**src/hw/noc_defines.svh**
```systemverilog
////////////////////////////////////////
// Router sizing macros
// Flit width without preamble, port count,
// input queue depth, coordinate width
////////////////////////////////////////

`ifndef NOC_DEFINES_SVH
`define NOC_DEFINES_SVH

// Flit payload width, preamble bits not counted
`define NOC_DATA_WIDTH 32

// North, south, west, east and local
`define NOC_NUM_PORTS 5

// Entries per input queue
`define NOC_QUEUE_DEPTH 4

// Bits per mesh coordinate
`define NOC_COORD_WIDTH 3

`endif

```
**src/hw/noc_pkg.sv**
```systemverilog
////////////////////////////////////////
// Router package
// Port, route, coordinate and flit types
// Input view and output state types
////////////////////////////////////////

`include "noc_defines.svh"

package noc_pkg;

  // Port index, also the bit position in a route
  typedef enum logic [2:0] {
    port_north = 3'd0,
    port_south = 3'd1,
    port_west  = 3'd2,
    port_east  = 3'd3,
    port_local = 3'd4
  } port_e;

  // One-hot output choice, all zero for none
  typedef logic [`NOC_NUM_PORTS-1:0] route_t;

  typedef struct packed {
    logic [`NOC_COORD_WIDTH-1:0] x;
    logic [`NOC_COORD_WIDTH-1:0] y;
  } xy_t;

  // Message opcode, carried through untouched
  typedef enum logic [4:0] {
    msg_request   = 5'd0,
    msg_response  = 5'd1,
    msg_interrupt = 5'd2
  } msg_e;

  typedef struct packed {
    logic head;
    logic tail;
  } preamble_t;

  localparam int unsigned reserved_width =
    `NOC_DATA_WIDTH - 2 * $bits(xy_t) - $bits(msg_e) - $bits(route_t);
  localparam int unsigned flit_width = `NOC_DATA_WIDTH + $bits(preamble_t);

  // Route field sits in the low bits
  typedef struct packed {
    preamble_t                 preamble;
    xy_t                       source;
    xy_t                       dest;
    msg_e                      msg;
    logic [reserved_width-1:0] reserved;
    route_t                    route;
  } header_t;

  // Body flits use the raw word
  typedef union packed {
    header_t                 header;
    logic [flit_width-1:0]   raw;
  } flit_t;

  // What an output unit sees of one input
  typedef struct packed {
    flit_t  head;
    logic   valid;
    route_t request;
    route_t next_route;
  } in_view_t;

  typedef enum logic {
    out_head    = 1'b0,
    out_payload = 1'b1
  } out_state_e;

endpackage

```
**src/hw/input_queue.sv**
```systemverilog
////////////////////////////////////////
// Bypassable input FIFO
// Shows the incoming flit when empty
////////////////////////////////////////

`timescale 1ns/1ps

`include "noc_defines.svh"

module input_queue (
  input  logic           clk,
  input  logic           rst,
  input  logic           wr_i,
  input  noc_pkg::flit_t data_i,
  input  logic           data_void_i,
  input  logic           rd_i,
  output noc_pkg::flit_t head_o,
  output logic           empty_o,
  output logic           full_o
);

  localparam int unsigned depth     = `NOC_QUEUE_DEPTH;
  localparam int unsigned ptr_width = $clog2(depth);
  localparam int unsigned cnt_width = $clog2(depth + 1);

  noc_pkg::flit_t        mem [depth];
  logic [ptr_width-1:0]  wr_ptr;
  logic [ptr_width-1:0]  rd_ptr;
  logic [cnt_width-1:0]  count;
  logic                  is_empty;
  logic                  bypass;
  logic                  push;
  logic                  pop;

  assign is_empty = count == '0;
  assign full_o   = count == cnt_width'(depth);

  // Flit passes straight through, never stored
  assign bypass = is_empty & wr_i & rd_i;
  assign push   = wr_i & ~full_o & ~bypass;
  // Reads on an empty queue are dropped
  assign pop    = rd_i & ~is_empty;

  assign head_o  = is_empty ? data_i : mem[rd_ptr];
  // Nothing stored and nothing arriving
  assign empty_o = is_empty & data_void_i;

  always_ff @(posedge clk) begin
    if (push) begin
      mem[wr_ptr] <= data_i;
    end
  end

  always_ff @(posedge clk) begin
    if (rst) begin
      wr_ptr <= '0;
      rd_ptr <= '0;
      count  <= '0;
    end else begin
      if (push) begin
        wr_ptr <= (wr_ptr == ptr_width'(depth - 1)) ? '0 : wr_ptr + 1'b1;
      end
      if (pop) begin
        rd_ptr <= (rd_ptr == ptr_width'(depth - 1)) ? '0 : rd_ptr + 1'b1;
      end
      // Occupancy only moves on an unbalanced cycle
      if (push && !pop) begin
        count <= count + 1'b1;
      end else if (pop && !push) begin
        count <= count - 1'b1;
      end
    end
  end

endmodule

```
**src/hw/input_unit.sv**
```systemverilog
////////////////////////////////////////
// Router input port
// Queue, saved request, stop level and
// look-ahead routing of the queue head
////////////////////////////////////////

`timescale 1ns/1ps

`include "noc_defines.svh"

module input_unit (
  input  logic                       clk,
  input  logic                       rst,
  input  noc_pkg::xy_t               position_i,
  input  noc_pkg::flit_t             data_i,
  input  logic                       data_void_i,
  input  logic [`NOC_NUM_PORTS-1:0]  rd_i,
  output logic                       stop_o,
  output noc_pkg::in_view_t          view_o
);

  noc_pkg::flit_t  head;
  noc_pkg::route_t saved_request;
  noc_pkg::route_t next_route;
  logic            wr;
  logic            rd_any;
  logic            empty;
  logic            full;
  logic            valid;
  logic            valid_head;

  // Any output may pop this queue
  assign rd_any = |rd_i;
  assign wr     = ~data_void_i;

  input_queue u_queue (
    .clk         (clk),
    .rst         (rst),
    .wr_i        (wr),
    .data_i      (data_i),
    .data_void_i (data_void_i),
    .rd_i        (rd_any),
    .head_o      (head),
    .empty_o     (empty),
    .full_o      (full)
  );

  // Refuse flits once the queue is full
  assign stop_o = full;

  assign valid      = ~empty;
  assign valid_head = valid & head.header.preamble.head;

  // Worm keeps asking for the same output
  always_ff @(posedge clk) begin
    if (rst) begin
      saved_request <= '0;
    end else if (valid && head.header.preamble.tail) begin
      // Tail at the head ends the worm
      saved_request <= '0;
    end else if (valid_head) begin
      saved_request <= head.header.route;
    end
  end

  xy_lookahead u_lookahead (
    .position_i   (position_i),
    .dest_i       (head.header.dest),
    .route_i      (head.header.route),
    .next_route_o (next_route)
  );

  always_comb begin
    view_o.head       = head;
    view_o.valid      = valid;
    // Live route field on a head, saved one inside a worm
    view_o.request    = valid_head ? head.header.route : saved_request;
    view_o.next_route = next_route;
  end

endmodule

```
**src/hw/lookahead_router.sv**
```systemverilog
////////////////////////////////////////
// Five-port look-ahead mesh router
// Input units, output units and the read
// vector transpose between them
////////////////////////////////////////

`timescale 1ns/1ps

`include "noc_defines.svh"

module lookahead_router (
  input  logic                                   clk,
  input  logic                                   rst,
  input  noc_pkg::xy_t                           position_i,
  input  noc_pkg::flit_t [`NOC_NUM_PORTS-1:0]    data_i,
  input  logic [`NOC_NUM_PORTS-1:0]              data_void_i,
  output logic [`NOC_NUM_PORTS-1:0]              stop_o,
  output noc_pkg::flit_t [`NOC_NUM_PORTS-1:0]    data_o,
  output logic [`NOC_NUM_PORTS-1:0]              data_void_o,
  input  logic [`NOC_NUM_PORTS-1:0]              stop_i
);

  localparam int unsigned num_ports = `NOC_NUM_PORTS;

  // Every output sees every input
  noc_pkg::in_view_t [num_ports-1:0] views;

  // Indexed output then input
  logic [num_ports-1:0][num_ports-1:0] rd_out;
  // Indexed input then output
  wire  [num_ports-1:0][num_ports-1:0] rd_in;

  for (genvar o = 0; o < num_ports; o++) begin : gen_rd_row
    for (genvar i = 0; i < num_ports; i++) begin : gen_rd_col
      assign rd_in[i][o] = rd_out[o][i];
    end
  end

  ////////////////////////////////////////
  // One input and one output per port
  ////////////////////////////////////////

  for (genvar p = 0; p < num_ports; p++) begin : gen_port

    input_unit u_input (
      .clk         (clk),
      .rst         (rst),
      .position_i  (position_i),
      .data_i      (data_i[p]),
      .data_void_i (data_void_i[p]),
      .rd_i        (rd_in[p]),
      .stop_o      (stop_o[p]),
      .view_o      (views[p])
    );

    output_unit #(
      .out_port (noc_pkg::port_e'(p))
    ) u_output (
      .clk         (clk),
      .rst         (rst),
      .views_i     (views),
      .stop_i      (stop_i[p]),
      .rd_o        (rd_out[p]),
      .data_o      (data_o[p]),
      .data_void_o (data_void_o[p])
    );

  end

endmodule

```
**src/hw/output_arbiter.sv**
```systemverilog
////////////////////////////////////////
// Rotating-priority arbiter
// Four contenders for one output
////////////////////////////////////////

`timescale 1ns/1ps

module output_arbiter (
  input  logic       clk,
  input  logic       rst,
  input  logic [3:0] req_i,
  input  logic       head_fwd_i,
  input  logic       tail_fwd_i,
  output logic [3:0] grant_o,
  output logic       grant_valid_o
);

  logic [1:0] pointer;
  logic [1:0] grant_idx;
  logic [1:0] owner_idx;

  // First requester at or after the pointer
  always_comb begin : pick
    logic [1:0] idx;
    logic       found;
    grant_o   = '0;
    grant_idx = pointer;
    found     = 1'b0;
    for (int i = 0; i < 4; i++) begin
      idx = pointer + 2'(i);
      if (!found && req_i[idx]) begin
        grant_o[idx] = 1'b1;
        grant_idx    = idx;
        found        = 1'b1;
      end
    end
    grant_valid_o = found;
  end

  always_ff @(posedge clk) begin
    if (rst) begin
      pointer   <= '0;
      owner_idx <= '0;
    end else begin
      // Worm owner, fixed when its head leaves
      if (head_fwd_i) begin
        owner_idx <= grant_idx;
      end
      // Move past the finished worm
      if (tail_fwd_i) begin
        pointer <= (head_fwd_i ? grant_idx : owner_idx) + 2'd1;
      end
    end
  end

endmodule

```
**src/hw/output_unit.sv**
```systemverilog
////////////////////////////////////////
// Router output port
// Worm FSM, crossbar select, route field
// insertion and output register
////////////////////////////////////////

`timescale 1ns/1ps

`include "noc_defines.svh"

module output_unit #(
  parameter noc_pkg::port_e out_port = noc_pkg::port_north
) (
  input  logic                                     clk,
  input  logic                                     rst,
  input  noc_pkg::in_view_t [`NOC_NUM_PORTS-1:0]   views_i,
  input  logic                                     stop_i,
  output logic [`NOC_NUM_PORTS-1:0]                rd_o,
  output noc_pkg::flit_t                           data_o,
  output logic                                     data_void_o
);

  localparam int unsigned num_ports = `NOC_NUM_PORTS;

  noc_pkg::out_state_e     state;
  noc_pkg::out_state_e     next_state;
  logic [num_ports-2:0]    req;
  logic [num_ports-2:0]    grant;
  logic                    grant_valid;
  logic [num_ports-1:0]    grant_sel;
  logic [num_ports-1:0]    sel;
  logic [num_ports-1:0]    sel_saved;
  noc_pkg::flit_t          xbar_flit;
  noc_pkg::route_t         xbar_next;
  logic                    xbar_valid;
  logic                    forward;
  logic                    head_fwd;
  logic                    tail_fwd;
  logic                    first_flit;
  noc_pkg::flit_t          out_flit;

  ////////////////////////////////////////
  // Arbitration
  ////////////////////////////////////////

  // Requests from the other four inputs, own port skipped
  always_comb begin : gather
    int in_idx;
    req = '0;
    for (int k = 0; k < num_ports - 1; k++) begin
      in_idx = (k < int'(out_port)) ? k : k + 1;
      req[k] = views_i[in_idx].request[out_port];
    end
  end

  // Grant back in input numbering
  always_comb begin : scatter
    int in_idx;
    grant_sel = '0;
    for (int k = 0; k < num_ports - 1; k++) begin
      in_idx = (k < int'(out_port)) ? k : k + 1;
      grant_sel[in_idx] = grant[k];
    end
  end

  output_arbiter u_arbiter (
    .clk           (clk),
    .rst           (rst),
    .req_i         (req),
    .head_fwd_i    (head_fwd),
    .tail_fwd_i    (tail_fwd),
    .grant_o       (grant),
    .grant_valid_o (grant_valid)
  );

  ////////////////////////////////////////
  // Worm FSM and crossbar
  ////////////////////////////////////////

  // Input feeding this output this cycle
  always_comb begin
    sel = '0;
    case (state)
      noc_pkg::out_head: begin
        if (grant_valid && !stop_i) begin
          sel = grant_sel;
        end
      end
      noc_pkg::out_payload: sel = sel_saved;
      default: sel = '0;
    endcase
  end

  // One-hot select over the five views
  always_comb begin
    xbar_flit  = '0;
    xbar_next  = '0;
    xbar_valid = 1'b0;
    for (int i = 0; i < num_ports; i++) begin
      if (sel[i]) begin
        xbar_flit  = views_i[i].head;
        xbar_next  = views_i[i].next_route;
        xbar_valid = views_i[i].valid;
      end
    end
  end

  assign forward  = xbar_valid & ~stop_i;
  assign head_fwd = forward & xbar_flit.header.preamble.head;
  assign tail_fwd = forward & xbar_flit.header.preamble.tail;

  // Pop only the selected input, nothing under stop
  assign rd_o = stop_i ? '0 : sel;

  always_comb begin
    next_state = state;
    case (state)
      noc_pkg::out_head: begin
        // Single-flit worms stay in head state
        if (head_fwd && !tail_fwd) begin
          next_state = noc_pkg::out_payload;
        end
      end
      noc_pkg::out_payload: begin
        if (tail_fwd) begin
          next_state = noc_pkg::out_head;
        end
      end
      default: next_state = noc_pkg::out_head;
    endcase
  end

  always_ff @(posedge clk) begin
    if (rst) begin
      state      <= noc_pkg::out_head;
      sel_saved  <= '0;
      first_flit <= 1'b1;
    end else begin
      state <= next_state;
      // Hold the input for the rest of the worm
      if (head_fwd) begin
        sel_saved <= sel;
      end
      if (tail_fwd) begin
        first_flit <= 1'b1;
      end else if (head_fwd) begin
        first_flit <= 1'b0;
      end
    end
  end

  ////////////////////////////////////////
  // Route insertion and output register
  ////////////////////////////////////////

  // Head carries the neighbor's output
  always_comb begin
    out_flit = xbar_flit;
    if (first_flit) begin
      out_flit.header.route = xbar_next;
    end
  end

  always_ff @(posedge clk) begin
    if (forward) begin
      data_o <= out_flit;
    end
  end

  // Void level holds with the data under stop
  always_ff @(posedge clk) begin
    if (rst) begin
      data_void_o <= 1'b1;
    end else if (!stop_i) begin
      data_void_o <= ~forward;
    end
  end

endmodule

```
**src/hw/xy_lookahead.sv**
```systemverilog
////////////////////////////////////////
// Look-ahead XY routing
// Output the next router will take
////////////////////////////////////////

`timescale 1ns/1ps

module xy_lookahead (
  input  noc_pkg::xy_t    position_i,
  input  noc_pkg::xy_t    dest_i,
  input  noc_pkg::route_t route_i,
  output noc_pkg::route_t next_route_o
);

  noc_pkg::xy_t next_pos;

  // Neighbor reached through the chosen output
  always_comb begin
    next_pos = position_i;
    if (route_i[noc_pkg::port_north]) begin
      next_pos.y = position_i.y - 1'b1;
    end else if (route_i[noc_pkg::port_south]) begin
      next_pos.y = position_i.y + 1'b1;
    end else if (route_i[noc_pkg::port_west]) begin
      next_pos.x = position_i.x - 1'b1;
    end else if (route_i[noc_pkg::port_east]) begin
      next_pos.x = position_i.x + 1'b1;
    end
  end

  // XY order at the neighbor, x first then y
  always_comb begin
    next_route_o = '0;
    if (route_i == '0) begin
      // No request, no next hop
      next_route_o = '0;
    end else if (route_i[noc_pkg::port_local]) begin
      next_route_o[noc_pkg::port_local] = 1'b1;
    end else if (next_pos.x != dest_i.x) begin
      if (dest_i.x > next_pos.x) begin
        next_route_o[noc_pkg::port_east] = 1'b1;
      end else begin
        next_route_o[noc_pkg::port_west] = 1'b1;
      end
    end else if (next_pos.y != dest_i.y) begin
      if (dest_i.y > next_pos.y) begin
        next_route_o[noc_pkg::port_south] = 1'b1;
      end else begin
        next_route_o[noc_pkg::port_north] = 1'b1;
      end
    end else begin
      next_route_o[noc_pkg::port_local] = 1'b1;
    end
  end

endmodule

```
**config.mk**
```make
export PLATFORM = sky130hd
export DESIGN_NAME = lookahead_router
export DESIGN_NICKNAME = d
export VERILOG_FILES = /design/src/hw/noc_pkg.sv /design/src/hw/input_queue.sv /design/src/hw/input_unit.sv /design/src/hw/lookahead_router.sv /design/src/hw/output_arbiter.sv /design/src/hw/output_unit.sv /design/src/hw/xy_lookahead.sv
export VERILOG_INCLUDE_DIRS = /design/src /design/src/hw
export SDC_FILE = /design/constraint.sdc
export NUM_CORES = 2
export LEC_CHECK = 0
export BUFFER_PORTS_ARGS = -buffer_cell sky130_fd_sc_hd__buf_2
export CORE_AREA = 2 2 382 384
export DETAILED_ROUTE_END_ITERATION = 8
export DIE_AREA = 0 0 384 386
export GPL_TIMING_DRIVEN = 0
export PLACE_DENSITY_LB_ADDON = 0.1
export SLEW_MARGIN = 30
export SYNTH_ARGS = -nofsm -noshare
export SYNTH_HDL_FRONTEND = slang
export SYNTH_SLANG_ARGS = --single-unit
```
**constraint.sdc**
```tcl
create_clock -name clk -period 6.35 [get_ports clk]
set_input_delay 0 -clock clk [delete_from_list [all_inputs] [get_ports clk]]
set_output_delay 0 -clock clk [all_outputs]
set_load 0.1 [all_outputs]
```
==> flow_summary.toml <==
[setup_path]
path_class = "reg -> reg"
cp-start-kind = "register"
critPathCaptureType = "register"
rr_endpoint = "gen_port[3].u_output.data_o[27]$_DFFE_PN_"
path_max_fanout = 10
r2r.worst_path.cells = 14
r2r_setup_slack_ns = 0.09
cp.required_ns = 6.83
arrival_ns = 6.74

[clock_network]
cts.sinks = 975
ctsRootBufferMaster = "clkbuf_16"
max-clock-path-buffers = 3
clkLatencyLatePin_ns = 0.76
h-tree-depth = 3
clk_pin_slew_ns = 0.06
numCtsBuffers = 111
cts_tree = "built"

[run]
maxCapViolCount = 0

[floorplan]
core_mm2 = 0.145
die_h_um = 386
start_util_pct = 34.8
die_w_um = 384
rows = 140
dieArea_mm2 = 0.148
ioPinCount = 368

[hold_path]
whs_path_depth = 2
min_path_type = "in -> reg"
whs_endpoint = "gen_port[4].u_input.u_queue.mem[3][31]$_DFFE_PP_"
hp-start = "data_i[167]"

[global_routing]
grt_pass1_vias = 38869
grt_pass1_wl_um = 294000
gr-total-overflow = 0
antenna_found_initial = 24
grt_usage_pct = 27.7
grt_max_degree = 44

[sta]
setup_viol_count_final = 0
period_needed_ns = 6.26
slew_violations = 0
period_share_pct = 98.5
rsz0062_at_grt = "yes"
worst_slew_pin_slew_ns = 1.06
whs_ns = 0.0498
final.setup_skew_ns = 0.0615
fmax_ghz = 0.160
slew_headroom_pct = 29.0
final_hold_viol_count = 0
fin_tns_setup_ns = 0

[yosys]
synth_most_common_cell = "edfxtp_1"
synth_edf_count = 850
synth_seq_area_share_pct = 55.8
synthArstFlopShare_pct = 0
synth_ff_type = "edfxtp_1"
postSynthAreaPerCell_um2 = 12.1
synth-seq-cells = 975
synth_area_mm2 = 0.0503
yosysUniqueCellTypes = 111
synthTopCellsByCount = "850 x edfxtp_1, 402 x a21oi_1, 356 x nand2_1"
yosysTopAreaCell = "edfxtp_1"
synth_cells = 4154
ys_warn_count = 0
syn-num-nets = 4445
synthTopCellsByArea = "edfxtp_1 51%, mux4_2 7.2%, dfxtp_1 5.0%"
synth.top_cell.area_share_pct = 50.8

[final_layout]
drive_above_1_share_pct = 18.5
register_area_mm2 = 0.0280
nets = 5173
fill_cells = 13807
area_growth_pct = 21.6
multiInputGateArea_mm2 = 0.0208

[route]
drtAntennaViolNets = 0
vias_per_cell = 5.85
dr.first_iter.drc_count = 4729
avgRoutedWirePerCell_um = 30.5
vias = 40442
drc = 0
drt_wl_total_um = 211000
dr.pass1.iters = 8

[outcome]
run_status = "completed"

[place]
dp_hpwl_um = 162000
gp_congestion = 1.02
port-buffer-count = 364
-- worst max path at each step --
stage | to
floorplan | gen_port[3].u_output.data_o[0]$_DFFE_PN_
global placement | gen_port[3].u_output.data_o[12]$_DFFE_PN_
detailed placement | gen_port[1].u_input.u_queue.count[2]$_SDFFE_PP0P_
CTS | gen_port[0].u_output.data_o[3]$_DFFE_PN_
global route | gen_port[1].u_input.u_queue.count[2]$_SDFFE_PP0P_
finish | gen_port[3].u_output.data_o[27]$_DFFE_PN_
-- per-stage QoR --
stage                     util (%)  std cells  instance area [um2]  setup slack (ns)
final                         42.3       6911                61100            0.0933
after detailed placement      38.1       6456                55100            -0.317
after global placement        37.7       6435                54500             -2.30
after CTS                     42.2       6888                60900           0.00160
after floorplan                  -       4154                50300              1.05
after global routing          42.3       6903                61100            -0.185
-- layout by cell type, fill, tap and decap left out, types with 24 or more instances in the layout --
master,count
buf_2,404
inv_1,92
o21ai_0,142
edfxtp_1,850
dlygate4sd3_1,226
o31ai_1,30
nor3_1,98
nor2_1,285
a221oi_1,122
mux4_2,161
nand2_1,356
xnor2_1,25
a211oi_1,201
clkinv_1,25
dfxtp_1,125
mux2i_1,151
nand3_1,40
and2_1,33
clkbuf_1,216
a221o_1,24
clkbuf_16,112
ha_1,98
and3_1,62
or3_1,40
buf_1,37
a21oi_1,400
-- per-layer routing --
| layer | routed length [um] | part of all wire, % | GRT usage, % |
|---|---|---|---|
| met5 | 91 | 0.043 | 0.227 |
| met4 | 6870 | 3.3 | 8.92 |
| met3 | 18100 | 8.6 | 5.47 |
| met2 | 92500 | 44 | 41.9 |
| met1 | 93000 | 44 | 39.8 |
-- sequential cells by signal, summed over array words and instances, names as in the netlist, named ones only --
register                               count
gen_port.u_input.saved_request            20
gen_port.u_input.u_queue.count            15
gen_port.u_input.u_queue.mem             680
gen_port.u_input.u_queue.rd_ptr           10
gen_port.u_input.u_queue.wr_ptr           10
gen_port.u_output.data_o                 170
gen_port.u_output.data_void_o              5
gen_port.u_output.first_flit               5
gen_port.u_output.sel_saved               25
gen_port.u_output.state                    5
gen_port.u_output.u_arbiter.owner_idx     10
gen_port.u_output.u_arbiter.pointer       10
-- kinds of logic (layout without fill, tap and decap cells) --
group / after synthesis / in the layout / share of synthesized area, %
buf+inv: 404 / 1226 / 3.30
other cells: 0 / 18 / 0
simple gates: 1082 / 1082 / 10.2
mux: 352 / 352 / 11.1
flops: 975 / 975 / 55.8
compound gates: 1194 / 1194 / 16.2
xor+xnor: 43 / 43 / 0.749
fa+ha+maj: 104 / 104 / 2.66
-- critical path, stage by stage, from the launching register on --
cell	delay [ns]
dfxtp_1	0.39
buf_4	0.24
mux2_1	0.38
and4_1	0.25
nor3_1	0.78
mux4_2	0.47
nand4b_1	0.10
a311oi_1	0.44
a221o_1	0.33
clkbuf_1	0.64
buf_1	0.55
a221oi_1	0.11
a211oi_1	0.66
nor3_1	0.17
a21oi_1	0.47
-- cell type report --
type                    count  share of cell area [%]
diodes                     18                  0.0737
inverters                  95                   0.592
plain buffers             308                    2.18
clock buffers             132                    4.71
well taps                1917                    3.93
multi-input cells        2775                    34.1
flip-flops and latches    975                    45.9
clock inverters            75                    1.12
repair buffers            616                    7.40
-- repair_timing --
item / CTS / global route
buffers inserted: 0 / 5
gates resized for setup: 11 / 7
pin swaps: 0 / 5
setup endpoints to repair: 9 / 14
hold endpoints to repair: 790 / 1
hold buffers: 225 / 1
Power is left out: the tool's default activity adds up to more than one toggle a clock period on the data nets, which glitch-free logic cannot reach.
